**config.mk**
```make
export PLATFORM = sky130hd
export DESIGN_NAME = uart_controller
export DESIGN_NICKNAME = d
export VERILOG_FILES = /design/src/design/uart_pkg.sv /design/src/design/uart_fifo.sv /design/src/design/uart_tx.sv /design/src/design/uart_rx.sv /design/src/design/uart_regs.sv /design/src/design/uart_controller.sv
export VERILOG_INCLUDE_DIRS = /design/src /design/src/design
export SDC_FILE = /design/constraint.sdc
export NUM_CORES = 1
export LEC_CHECK = 0
export ABC_AREA = 1
export BUFFER_PORTS_ARGS = -buffer_cell sky130_fd_sc_hd__buf_2
export CORE_MARGIN = 2
export CORE_UTILIZATION = 50
export DETAILED_ROUTE_END_ITERATION = 12
export GPL_ROUTABILITY_DRIVEN = 0
export PLACE_DENSITY = 0.72
export SETUP_SLACK_MARGIN = 0.02
export SLEW_MARGIN = 30
export SYNTH_ARGS = -nofsm -noshare
export SYNTH_HDL_FRONTEND = slang
export SYNTH_HIERARCHICAL = 1
export SYNTH_SLANG_ARGS = --single-unit
```
**constraint.sdc**
```tcl
create_clock -name clk_i -period 4.05 [get_ports clk_i]
set_input_delay 0.2025 -clock clk_i [delete_from_list [all_inputs] [get_ports clk_i]]
set_output_delay 0.2025 -clock clk_i [all_outputs]
set_load 0.1 [all_outputs]
```
**src/design/uart_defines.svh**
```systemverilog
`ifndef UART_DEFINES_SVH
`define UART_DEFINES_SVH

// line and flag levels
`define LOW  1'b0
`define HIGH 1'b1

// core bus widths
`define ADDR_BIT 32
`define DATA_BIT 32

// register window of the controller
`define UART_BASE 32'h2000_0000

// register offsets inside the window
`define REG_CTRL   4'h0
`define REG_STAT   4'h4
`define REG_RXDATA 4'h8
`define REG_TXDATA 4'hC

// entries in each of the two FIFOs
`define FIFO_DEPTH 8

// cycles per bit after reset
`define DIV_RESET 16'd16

`endif

```
**src/design/uart_pkg.sv**
```systemverilog
package uart_pkg;

    // register picked by the address decoder
    typedef enum logic [2:0] {
        SEL_CTRL,
        SEL_STAT,
        SEL_RXDATA,
        SEL_TXDATA,
        SEL_NONE
    } reg_sel_e;

    // transmitter frame states
    typedef enum logic [1:0] {
        TX_IDLE,
        TX_START,
        TX_DATA,
        TX_STOP
    } tx_state_e;

    // receiver frame states
    typedef enum logic [1:0] {
        RX_IDLE,
        RX_START,
        RX_DATA,
        RX_STOP
    } rx_state_e;

endpackage

```
**src/design/uart_fifo.sv**
```systemverilog
`timescale 1ns/1ps

`include "uart_defines.svh"

module uart_fifo #(
    parameter int WIDTH = 8,
    parameter int DEPTH = `FIFO_DEPTH
) (
    input  logic             clk_i,
    input  logic             reset_i,
    input  logic             push_i,
    input  logic [WIDTH-1:0] push_data_i,
    input  logic             pop_i,
    output logic [WIDTH-1:0] pop_data_o,
    output logic             empty_o,
    output logic             full_o
);

    localparam int PTR_BIT = (DEPTH > 1) ? $clog2(DEPTH) : 1;
    localparam int CNT_BIT = $clog2(DEPTH + 1);

    logic [WIDTH-1:0]   mem_q [DEPTH];
    logic [PTR_BIT-1:0] wr_ptr_q;
    logic [PTR_BIT-1:0] rd_ptr_q;
    logic [CNT_BIT-1:0] count_q;
    logic               do_push;
    logic               do_pop;

    // pointers wrap at DEPTH, which need not be a power of two
    function automatic logic [PTR_BIT-1:0] next_ptr(input logic [PTR_BIT-1:0] ptr);
        if (ptr == PTR_BIT'(DEPTH - 1)) begin
            return '0;
        end
        return ptr + 1'b1;
    endfunction

    assign do_push    = push_i && !full_o;
    assign do_pop     = pop_i && !empty_o;
    assign empty_o    = (count_q == '0);
    assign full_o     = (count_q == CNT_BIT'(DEPTH));
    // head entry, visible before the pop
    assign pop_data_o = mem_q[rd_ptr_q];

    always_ff @(posedge clk_i) begin
        if (do_push) begin
            mem_q[wr_ptr_q] <= push_data_i;
        end
    end

    always_ff @(posedge clk_i) begin
        if (reset_i) begin
            wr_ptr_q <= '0;
            rd_ptr_q <= '0;
            count_q  <= '0;
        end else begin
            if (do_push) begin
                wr_ptr_q <= next_ptr(wr_ptr_q);
            end
            if (do_pop) begin
                rd_ptr_q <= next_ptr(rd_ptr_q);
            end
            // simultaneous push and pop leaves the count alone
            case ({do_push, do_pop})
                2'b10:   count_q <= count_q + 1'b1;
                2'b01:   count_q <= count_q - 1'b1;
                default: count_q <= count_q;
            endcase
        end
    end

endmodule

```
**src/design/uart_tx.sv**
```systemverilog
`timescale 1ns/1ps

`include "uart_defines.svh"

module uart_tx (
    input  logic        clk_i,
    input  logic        reset_i,
    input  logic        enable_i,
    input  logic [15:0] divisor_i,
    input  logic        fifo_empty_i,
    input  logic [7:0]  fifo_data_i,
    output logic        fifo_pop_o,
    output logic        tx_o,
    output logic        busy_o
);

    import uart_pkg::*;

    tx_state_e   state_q;
    logic [15:0] cnt_q;
    logic [2:0]  bit_q;
    logic [7:0]  shift_q;
    logic        tx_q;
    logic        bit_done;
    logic        start;

    // last cycle of a bit period, a zero divisor acts as one
    assign bit_done   = ({1'b0, cnt_q} + 17'd1) >= {1'b0, divisor_i};
    assign start      = (state_q == TX_IDLE) && enable_i && !fifo_empty_i;
    assign fifo_pop_o = start;
    assign busy_o     = (state_q != TX_IDLE);
    assign tx_o       = tx_q;

    // byte being shifted out, lsb on the line
    always_ff @(posedge clk_i) begin
        if (start) begin
            shift_q <= fifo_data_i;
        end else if (state_q == TX_DATA && bit_done) begin
            shift_q <= shift_q >> 1;
        end
    end

    always_ff @(posedge clk_i) begin
        if (reset_i) begin
            state_q <= TX_IDLE;
            cnt_q   <= '0;
            bit_q   <= '0;
            tx_q    <= `HIGH;
        end else begin
            case (state_q)
                TX_IDLE: begin
                    cnt_q <= '0;
                    if (start) begin
                        state_q <= TX_START;
                        tx_q    <= `LOW;
                    end
                end
                TX_START: begin
                    cnt_q <= cnt_q + 1'b1;
                    if (bit_done) begin
                        state_q <= TX_DATA;
                        cnt_q   <= '0;
                        bit_q   <= '0;
                        tx_q    <= shift_q[0];
                    end
                end
                TX_DATA: begin
                    cnt_q <= cnt_q + 1'b1;
                    if (bit_done) begin
                        cnt_q <= '0;
                        bit_q <= bit_q + 1'b1;
                        tx_q  <= shift_q[1];
                        if (bit_q == 3'd7) begin
                            state_q <= TX_STOP;
                            tx_q    <= `HIGH;
                        end
                    end
                end
                TX_STOP: begin
                    cnt_q <= cnt_q + 1'b1;
                    if (bit_done) begin
                        state_q <= TX_IDLE;
                        cnt_q   <= '0;
                    end
                end
                default: state_q <= TX_IDLE;
            endcase
        end
    end

endmodule

```
**src/design/uart_rx.sv**
```systemverilog
`timescale 1ns/1ps

`include "uart_defines.svh"

module uart_rx (
    input  logic        clk_i,
    input  logic        reset_i,
    input  logic        enable_i,
    input  logic [15:0] divisor_i,
    input  logic        rx_i,
    input  logic        fifo_full_i,
    output logic        fifo_push_o,
    output logic [7:0]  fifo_data_o
);

    import uart_pkg::*;

    rx_state_e   state_q;
    logic        rx_s1_q;
    logic        rx_s2_q;
    logic        rx_d_q;
    logic [15:0] cnt_q;
    logic [2:0]  bit_q;
    logic [7:0]  shift_q;
    logic        fall;
    logic        half_done;
    logic        bit_done;

    assign fall      = rx_d_q && !rx_s2_q;
    assign half_done = ({1'b0, cnt_q} + 17'd1) >= {2'b00, divisor_i[15:1]};
    assign bit_done  = ({1'b0, cnt_q} + 17'd1) >= {1'b0, divisor_i};

    // stop sample taken here, byte lands in the FIFO on this edge
    assign fifo_push_o = (state_q == RX_STOP) && bit_done && (rx_s2_q == `HIGH) && !fifo_full_i;
    assign fifo_data_o = shift_q;

    // two flop synchronizer plus one for edge detection
    always_ff @(posedge clk_i) begin
        if (reset_i) begin
            rx_s1_q <= `HIGH;
            rx_s2_q <= `HIGH;
            rx_d_q  <= `HIGH;
        end else begin
            rx_s1_q <= rx_i;
            rx_s2_q <= rx_s1_q;
            rx_d_q  <= rx_s2_q;
        end
    end

    always_ff @(posedge clk_i) begin
        if (state_q == RX_DATA && bit_done) begin
            shift_q <= {rx_s2_q, shift_q[7:1]};
        end
    end

    always_ff @(posedge clk_i) begin
        if (reset_i) begin
            state_q <= RX_IDLE;
            cnt_q   <= '0;
            bit_q   <= '0;
        end else begin
            case (state_q)
                RX_IDLE: begin
                    cnt_q <= '0;
                    if (enable_i && fall) begin
                        state_q <= RX_START;
                    end
                end
                RX_START: begin
                    cnt_q <= cnt_q + 1'b1;
                    // middle of start bit, a high level was a glitch
                    if (half_done) begin
                        cnt_q <= '0;
                        bit_q <= '0;
                        if (rx_s2_q == `LOW) begin
                            state_q <= RX_DATA;
                        end else begin
                            state_q <= RX_IDLE;
                        end
                    end
                end
                RX_DATA: begin
                    cnt_q <= cnt_q + 1'b1;
                    if (bit_done) begin
                        cnt_q <= '0;
                        bit_q <= bit_q + 1'b1;
                        if (bit_q == 3'd7) begin
                            state_q <= RX_STOP;
                        end
                    end
                end
                RX_STOP: begin
                    cnt_q <= cnt_q + 1'b1;
                    if (bit_done) begin
                        cnt_q   <= '0;
                        state_q <= RX_IDLE;
                    end
                end
                default: state_q <= RX_IDLE;
            endcase
        end
    end

endmodule

```
**src/design/uart_regs.sv**
```systemverilog
`timescale 1ns/1ps

`include "uart_defines.svh"

module uart_regs (
    input  logic                 clk_i,
    input  logic                 reset_i,
    input  logic [`ADDR_BIT-1:0] core_addr_i,
    input  logic [`DATA_BIT-1:0] core_wdata_i,
    input  logic                 core_write_i,
    input  logic                 core_valid_i,
    output logic                 core_ready_o,
    output logic [`DATA_BIT-1:0] uart_data_o,
    output logic                 uart_valid_o,
    input  logic                 uart_ready_i,
    output logic                 tx_enable_o,
    output logic                 rx_enable_o,
    output logic [15:0]          divisor_o,
    output logic                 tx_push_o,
    output logic [7:0]           tx_push_data_o,
    input  logic                 tx_empty_i,
    input  logic                 tx_full_i,
    output logic                 rx_pop_o,
    input  logic [7:0]           rx_data_i,
    input  logic                 rx_empty_i,
    input  logic                 rx_full_i,
    input  logic                 tx_busy_i
);

    import uart_pkg::*;

    // low address bits that select inside the window
    localparam int WIN_BIT = 16;
    localparam logic [`ADDR_BIT-1:0] BASE = `UART_BASE;

    reg_sel_e             sel;
    logic                 accept;
    logic                 rd_acc;
    logic                 wr_acc;
    logic                 tx_en_q;
    logic                 rx_en_q;
    logic [15:0]          div_q;
    logic [`DATA_BIT-1:0] status;
    logic [`DATA_BIT-1:0] rdata;
    logic                 resp_valid_q;
    logic [`DATA_BIT-1:0] resp_data_q;

    always_comb begin
        sel = SEL_NONE;
        if (core_addr_i[`ADDR_BIT-1:WIN_BIT] == BASE[`ADDR_BIT-1:WIN_BIT]) begin
            case (core_addr_i[WIN_BIT-1:0])
                `REG_CTRL:   sel = SEL_CTRL;
                `REG_STAT:   sel = SEL_STAT;
                `REG_RXDATA: sel = SEL_RXDATA;
                `REG_TXDATA: sel = SEL_TXDATA;
                default:     sel = SEL_NONE;
            endcase
        end
    end

    // no new request while a read response waits
    assign core_ready_o = !resp_valid_q;
    assign accept       = core_valid_i && core_ready_o;
    assign rd_acc       = accept && !core_write_i;
    assign wr_acc       = accept && core_write_i;

    // full FIFO drops the write, empty FIFO is never popped
    assign tx_push_o      = wr_acc && (sel == SEL_TXDATA) && !tx_full_i;
    assign tx_push_data_o = core_wdata_i[7:0];
    assign rx_pop_o       = rd_acc && (sel == SEL_RXDATA) && !rx_empty_i;

    assign status = {{(`DATA_BIT-5){1'b0}}, tx_busy_i, rx_full_i, !rx_empty_i,
                     tx_full_i, tx_empty_i};

    always_comb begin
        case (sel)
            SEL_CTRL:   rdata = {div_q, 14'd0, rx_en_q, tx_en_q};
            SEL_STAT:   rdata = status;
            SEL_RXDATA: rdata = rx_empty_i ? '0 : {{(`DATA_BIT-8){1'b0}}, rx_data_i};
            default:    rdata = '0;
        endcase
    end

    // control register
    always_ff @(posedge clk_i) begin
        if (reset_i) begin
            tx_en_q <= `LOW;
            rx_en_q <= `LOW;
            div_q   <= `DIV_RESET;
        end else if (wr_acc && sel == SEL_CTRL) begin
            tx_en_q <= core_wdata_i[0];
            rx_en_q <= core_wdata_i[1];
            div_q   <= core_wdata_i[31:16];
        end
    end

    assign tx_enable_o = tx_en_q;
    assign rx_enable_o = rx_en_q;
    assign divisor_o   = div_q;

    // read response, held until taken
    always_ff @(posedge clk_i) begin
        if (reset_i) begin
            resp_valid_q <= `LOW;
        end else if (rd_acc) begin
            resp_valid_q <= `HIGH;
        end else if (resp_valid_q && uart_ready_i) begin
            resp_valid_q <= `LOW;
        end
    end

    always_ff @(posedge clk_i) begin
        if (rd_acc) begin
            resp_data_q <= rdata;
        end
    end

    assign uart_valid_o = resp_valid_q;
    assign uart_data_o  = resp_data_q;

endmodule

```
**src/design/uart_controller.sv**
```systemverilog
`timescale 1ns/1ps

`include "uart_defines.svh"

module uart_controller (
    input  logic                 clk_i,
    input  logic                 reset_i,
    input  logic [`ADDR_BIT-1:0] core_addr_i,
    input  logic [`DATA_BIT-1:0] core_wdata_i,
    input  logic                 core_write_i,
    input  logic                 core_valid_i,
    output logic                 core_ready_o,
    output logic [`DATA_BIT-1:0] uart_data_o,
    output logic                 uart_valid_o,
    input  logic                 uart_ready_i,
    input  logic                 rx_i,
    output logic                 tx_o
);

    logic        tx_enable;
    logic        rx_enable;
    logic [15:0] divisor;
    logic        tx_push;
    logic [7:0]  tx_push_data;
    logic        tx_pop;
    logic [7:0]  tx_pop_data;
    logic        tx_empty;
    logic        tx_full;
    logic        tx_busy;
    logic        rx_push;
    logic [7:0]  rx_push_data;
    logic        rx_pop;
    logic [7:0]  rx_pop_data;
    logic        rx_empty;
    logic        rx_full;

    uart_regs i_regs (
        .clk_i          ( clk_i ),
        .reset_i        ( reset_i ),
        .core_addr_i    ( core_addr_i ),
        .core_wdata_i   ( core_wdata_i ),
        .core_write_i   ( core_write_i ),
        .core_valid_i   ( core_valid_i ),
        .core_ready_o   ( core_ready_o ),
        .uart_data_o    ( uart_data_o ),
        .uart_valid_o   ( uart_valid_o ),
        .uart_ready_i   ( uart_ready_i ),
        .tx_enable_o    ( tx_enable ),
        .rx_enable_o    ( rx_enable ),
        .divisor_o      ( divisor ),
        .tx_push_o      ( tx_push ),
        .tx_push_data_o ( tx_push_data ),
        .tx_empty_i     ( tx_empty ),
        .tx_full_i      ( tx_full ),
        .rx_pop_o       ( rx_pop ),
        .rx_data_i      ( rx_pop_data ),
        .rx_empty_i     ( rx_empty ),
        .rx_full_i      ( rx_full ),
        .tx_busy_i      ( tx_busy )
    );

    // transmit side
    uart_fifo #(.WIDTH(8), .DEPTH(`FIFO_DEPTH)) i_tx_fifo (
        .clk_i       ( clk_i ),
        .reset_i     ( reset_i ),
        .push_i      ( tx_push ),
        .push_data_i ( tx_push_data ),
        .pop_i       ( tx_pop ),
        .pop_data_o  ( tx_pop_data ),
        .empty_o     ( tx_empty ),
        .full_o      ( tx_full )
    );

    uart_tx i_tx (
        .clk_i        ( clk_i ),
        .reset_i      ( reset_i ),
        .enable_i     ( tx_enable ),
        .divisor_i    ( divisor ),
        .fifo_empty_i ( tx_empty ),
        .fifo_data_i  ( tx_pop_data ),
        .fifo_pop_o   ( tx_pop ),
        .tx_o         ( tx_o ),
        .busy_o       ( tx_busy )
    );

    // receive side
    uart_fifo #(.WIDTH(8), .DEPTH(`FIFO_DEPTH)) i_rx_fifo (
        .clk_i       ( clk_i ),
        .reset_i     ( reset_i ),
        .push_i      ( rx_push ),
        .push_data_i ( rx_push_data ),
        .pop_i       ( rx_pop ),
        .pop_data_o  ( rx_pop_data ),
        .empty_o     ( rx_empty ),
        .full_o      ( rx_full )
    );

    uart_rx i_rx (
        .clk_i       ( clk_i ),
        .reset_i     ( reset_i ),
        .enable_i    ( rx_enable ),
        .divisor_i   ( divisor ),
        .rx_i        ( rx_i ),
        .fifo_full_i ( rx_full ),
        .fifo_push_o ( rx_push ),
        .fifo_data_o ( rx_push_data )
    );

endmodule

```
==> flow_summary.toml <==
[cells_and_area]
num-nets-final = 1678
regArea_mm2 = 0.00687
area_growth_pct = 15.0
stdcell_area_mm2 = 0.0149
layout-drive-gt1-share_pct = 16.8
antennaDiodeCount = 0
fillers = 2117
multiInputGateArea_mm2 = 0.00514

[worst_setup_path]
crit_path_frequent_cell = "nor2_2"
max_stage_delay_ns = 0.37
worst_ep_arrival_time_ns = 4.16
cp_top_family = "simple AND/OR/NAND/NOR gates"
crit_slowest_cell = "dfxtp_4"
r2r-start = "i_rx/cnt_q[0]"
crit_type = "reg -> reg"
critical_path_required_ns = 4.47
path_max_fanout = 7
crit_start = "i_rx/cnt_q[0]"
crit_buf_inv = 6
cp-end-kind = "flip-flop"
cp-start-kind = "flip-flop"

[synth]
muxShareOfSynthArea_pct = 1.24
synth_seq_cells = 259
synth_area_mm2 = 0.0130
synth_cell_types = 48
synth-xor-area-share_pct = 1.49
synth_compound_area_share_pct = 6.43
synth_cells = 1404
synth-warning-count = 6
synth.yosys.seq_area_share_pct = 53.0
synth_top_family_by_area = "simple AND/OR/NAND/NOR gates"
synthAdderAreaFrac_pct = 6.95
syn_area_per_cell_um2 = 9.23
synthSimpleGateAreaFrac_pct = 22.4

[floorplan]
rows = 58
dieHeight_um = 165
die_w_um = 165
initial_core_util_pct = 51.2
dieArea_mm2 = 0.0272
core-area_mm2 = 0.0253
ios = 105

[timing]
fin_ws_ns = 0.311
tns_ns = 0
min_period_over_period_pct = 92.3
clock_skew_ns = 0.0150
relSlewSlack_pct = 38.4
tightest_slew_ns = 0.920
setup_viol = 0
rsz0062_at_grt = "no"
layout_min_cycle_time_ns = 3.74
finalHoldViolations = 0
fmax_ghz = 0.267
report.final.slew_viol_count = 0

[worst_hold_path]
min_path_type = "in -> reg"
hold_start = "core_wdata_i[20]"

[placed_design]
hpwl_um = 18600
numPortBuffers = 88
postPlaceCellArea_mm2 = 0.0136
preCtsSetupSlack_ns = 0.122

[route]
drt_wl_total_um = 26500
vias = 9503
routedWlPerCell_um = 14.0
viasPerCell = 5.04
ant_nets = 0
drtIter0Drc = 690
route.detailed.drc = 0
firstDrtPassIters = 6

[cts]
clk_path_buf_depth = 3
ctsHtreeMaxLevel = 1
root_buffer = "clkbuf_16"
clock-sinks = 259
numCtsBuffers = 26
clkTransAtPathRegs_ns = 0.06
cts_tree = "built"
clock_latency_ns = 0.53

[power]
peakVddDrop_mv = 0.345
power_density_mw_per_mm2 = 378
power_uw = 5630
cellLeakagePower_uw = 0.00636

[grt]
globalRouteOverflowTotal = 0
grt_pass1_vias = 8832
grt_pass1_wl_um = 42200
grt_max_degree = 36
antenna_found_initial = 0
track_usage_pct = 19.5

[flow_run]
maxCapViolCount = 0

[outcome]
status = "finished clean"
-- cells by family after synthesis --
family                   after synthesis
flip-flops                           259
AND/OR/NAND/NOR                      645
buffers and inverters                236
other                                  1
AO/OA/AOI/OAI                        153
XOR/XNOR                              22
adder cells (fa/ha/maj)               72
multiplexers                          16
-- through the flow --
stage / cells / hold slack, ns / util, %
after floorplan: 1411 / 0.272 / -
after global placement: 1807 / 0.393 / 53.8
after detailed placement: 1807 / 0.400 / 53.8
after CTS: 1879 / 0.0404 / 58.2
after global routing: 1885 / 0.0506 / 58.9
final: 1885 / 0.0503 / 58.9
-- cells in the mapped netlist, drive strengths merged --
cell type  number  area (um^2)
nand2         286         1120
nor2          270         1200
inv           191          717
edfxtp        168         5040
dfxtp          91         1820
o21ai          80          404
ha             72          901
nand3          43          265
a21oi          41          209
buf            38          355
nand4          23          156
mux2i          16          160
o22ai          16          100
xor2           15          131
nor3           11         60.1
xnor2           7         61.3
clkbuf          5         26.3
o21a            5         37.5
or2             5         31.3
a211oi          3         22.5
nand3b          3         22.5
nor3b           3         32.5
a22oi           2         15.0
clkinv          2         7.51
o211ai          2         15.0
a31o            1         8.76
a31oi           1         6.26
conb            1         3.75
nor4            1         6.26
o21bai          1         7.51
o31ai           1         7.51
-- tightest hold or removal path, cell delays in order --
cell	delay (ns)
buf_2	0.12
nand4_1	0.12
nand3_1	0.07
-- area by class of cell --
class	count	share of cell area [%]
Tap cell	330	2.77
Sequential cell	259	46.1
Clock buffer	35	5.09
Clock inverter	12	0.730
Multi-Input combinational cell	916	34.5
Inverter	193	4.86
Timing Repair Buffer	140	5.99
-- worst paths after layout --
check	end	slack [ns]	depth (start not counted)
min	i_regs/divisor_o[4]	0.05	3
min reg2reg	i_rx/rx_s2_q	0.44	1
max reg2reg	i_rx_fifo/count_q[3]	0.31	27
max	i_rx_fifo/count_q[3]	0.31	27
-- placed cells by master, fill, tap and decap left out, types with 18 or more instances in the layout --
cell type / n
buf_4: 27
nand2_1: 270
nand4_1: 21
inv_1: 184
dlygate4sd3_1: 25
buf_2: 88
o21ai_1: 29
nor2_2: 26
nor2_1: 226
nor2_4: 18
edfxtp_1: 168
dfxtp_1: 87
ha_1: 67
o21ai_0: 50
a21oi_1: 39
nand3_1: 34
clkbuf_16: 29
-- where the power goes --
part / switching (uW) / internal (uW)
Clock: 968 / 1440
Combinational: 284 / 108
Sequential: 20.4 / 2820
Total: 1270 / 4360
-- registers in the layout (all words and copies together) (netlist names), 3 cells and up, named ones only --
name and flops:
i_regs/divisor_o 16, i_regs/uart_data_o 24, i_rx/bit_q 3, i_rx/cnt_q 16, i_rx/fifo_data_o 8, i_rx_fifo/count_q 4
i_rx_fifo/mem_q 64, i_rx_fifo/rd_ptr_q 3, i_rx_fifo/wr_ptr_q 3, i_tx/bit_q 3, i_tx/cnt_q 16, i_tx/shift_q 8
i_tx_fifo/count_q 4, i_tx_fifo/mem_q 64, i_tx_fifo/rd_ptr_q 3, i_tx_fifo/wr_ptr_q 3
-- per-layer routing --
| layer | track usage [%] | part of all wire [%] |
|---|---|---|
| met5 | 0 | 0 |
| met4 | 4.90 | 1.7 |
| met3 | 2.96 | 5.6 |
| met2 | 33.3 | 48 |
| met1 | 26.1 | 45 |
-- repair_timing --
action	4_1_cts	5_1_grt
resized for setup	0	27
hold buffers	25	0
endpoints found under the setup margin	0	62
endpoints found under the hold margin	80	0
buffers inserted	0	6
No activity file was read; power rests on OpenSTA's default activity.
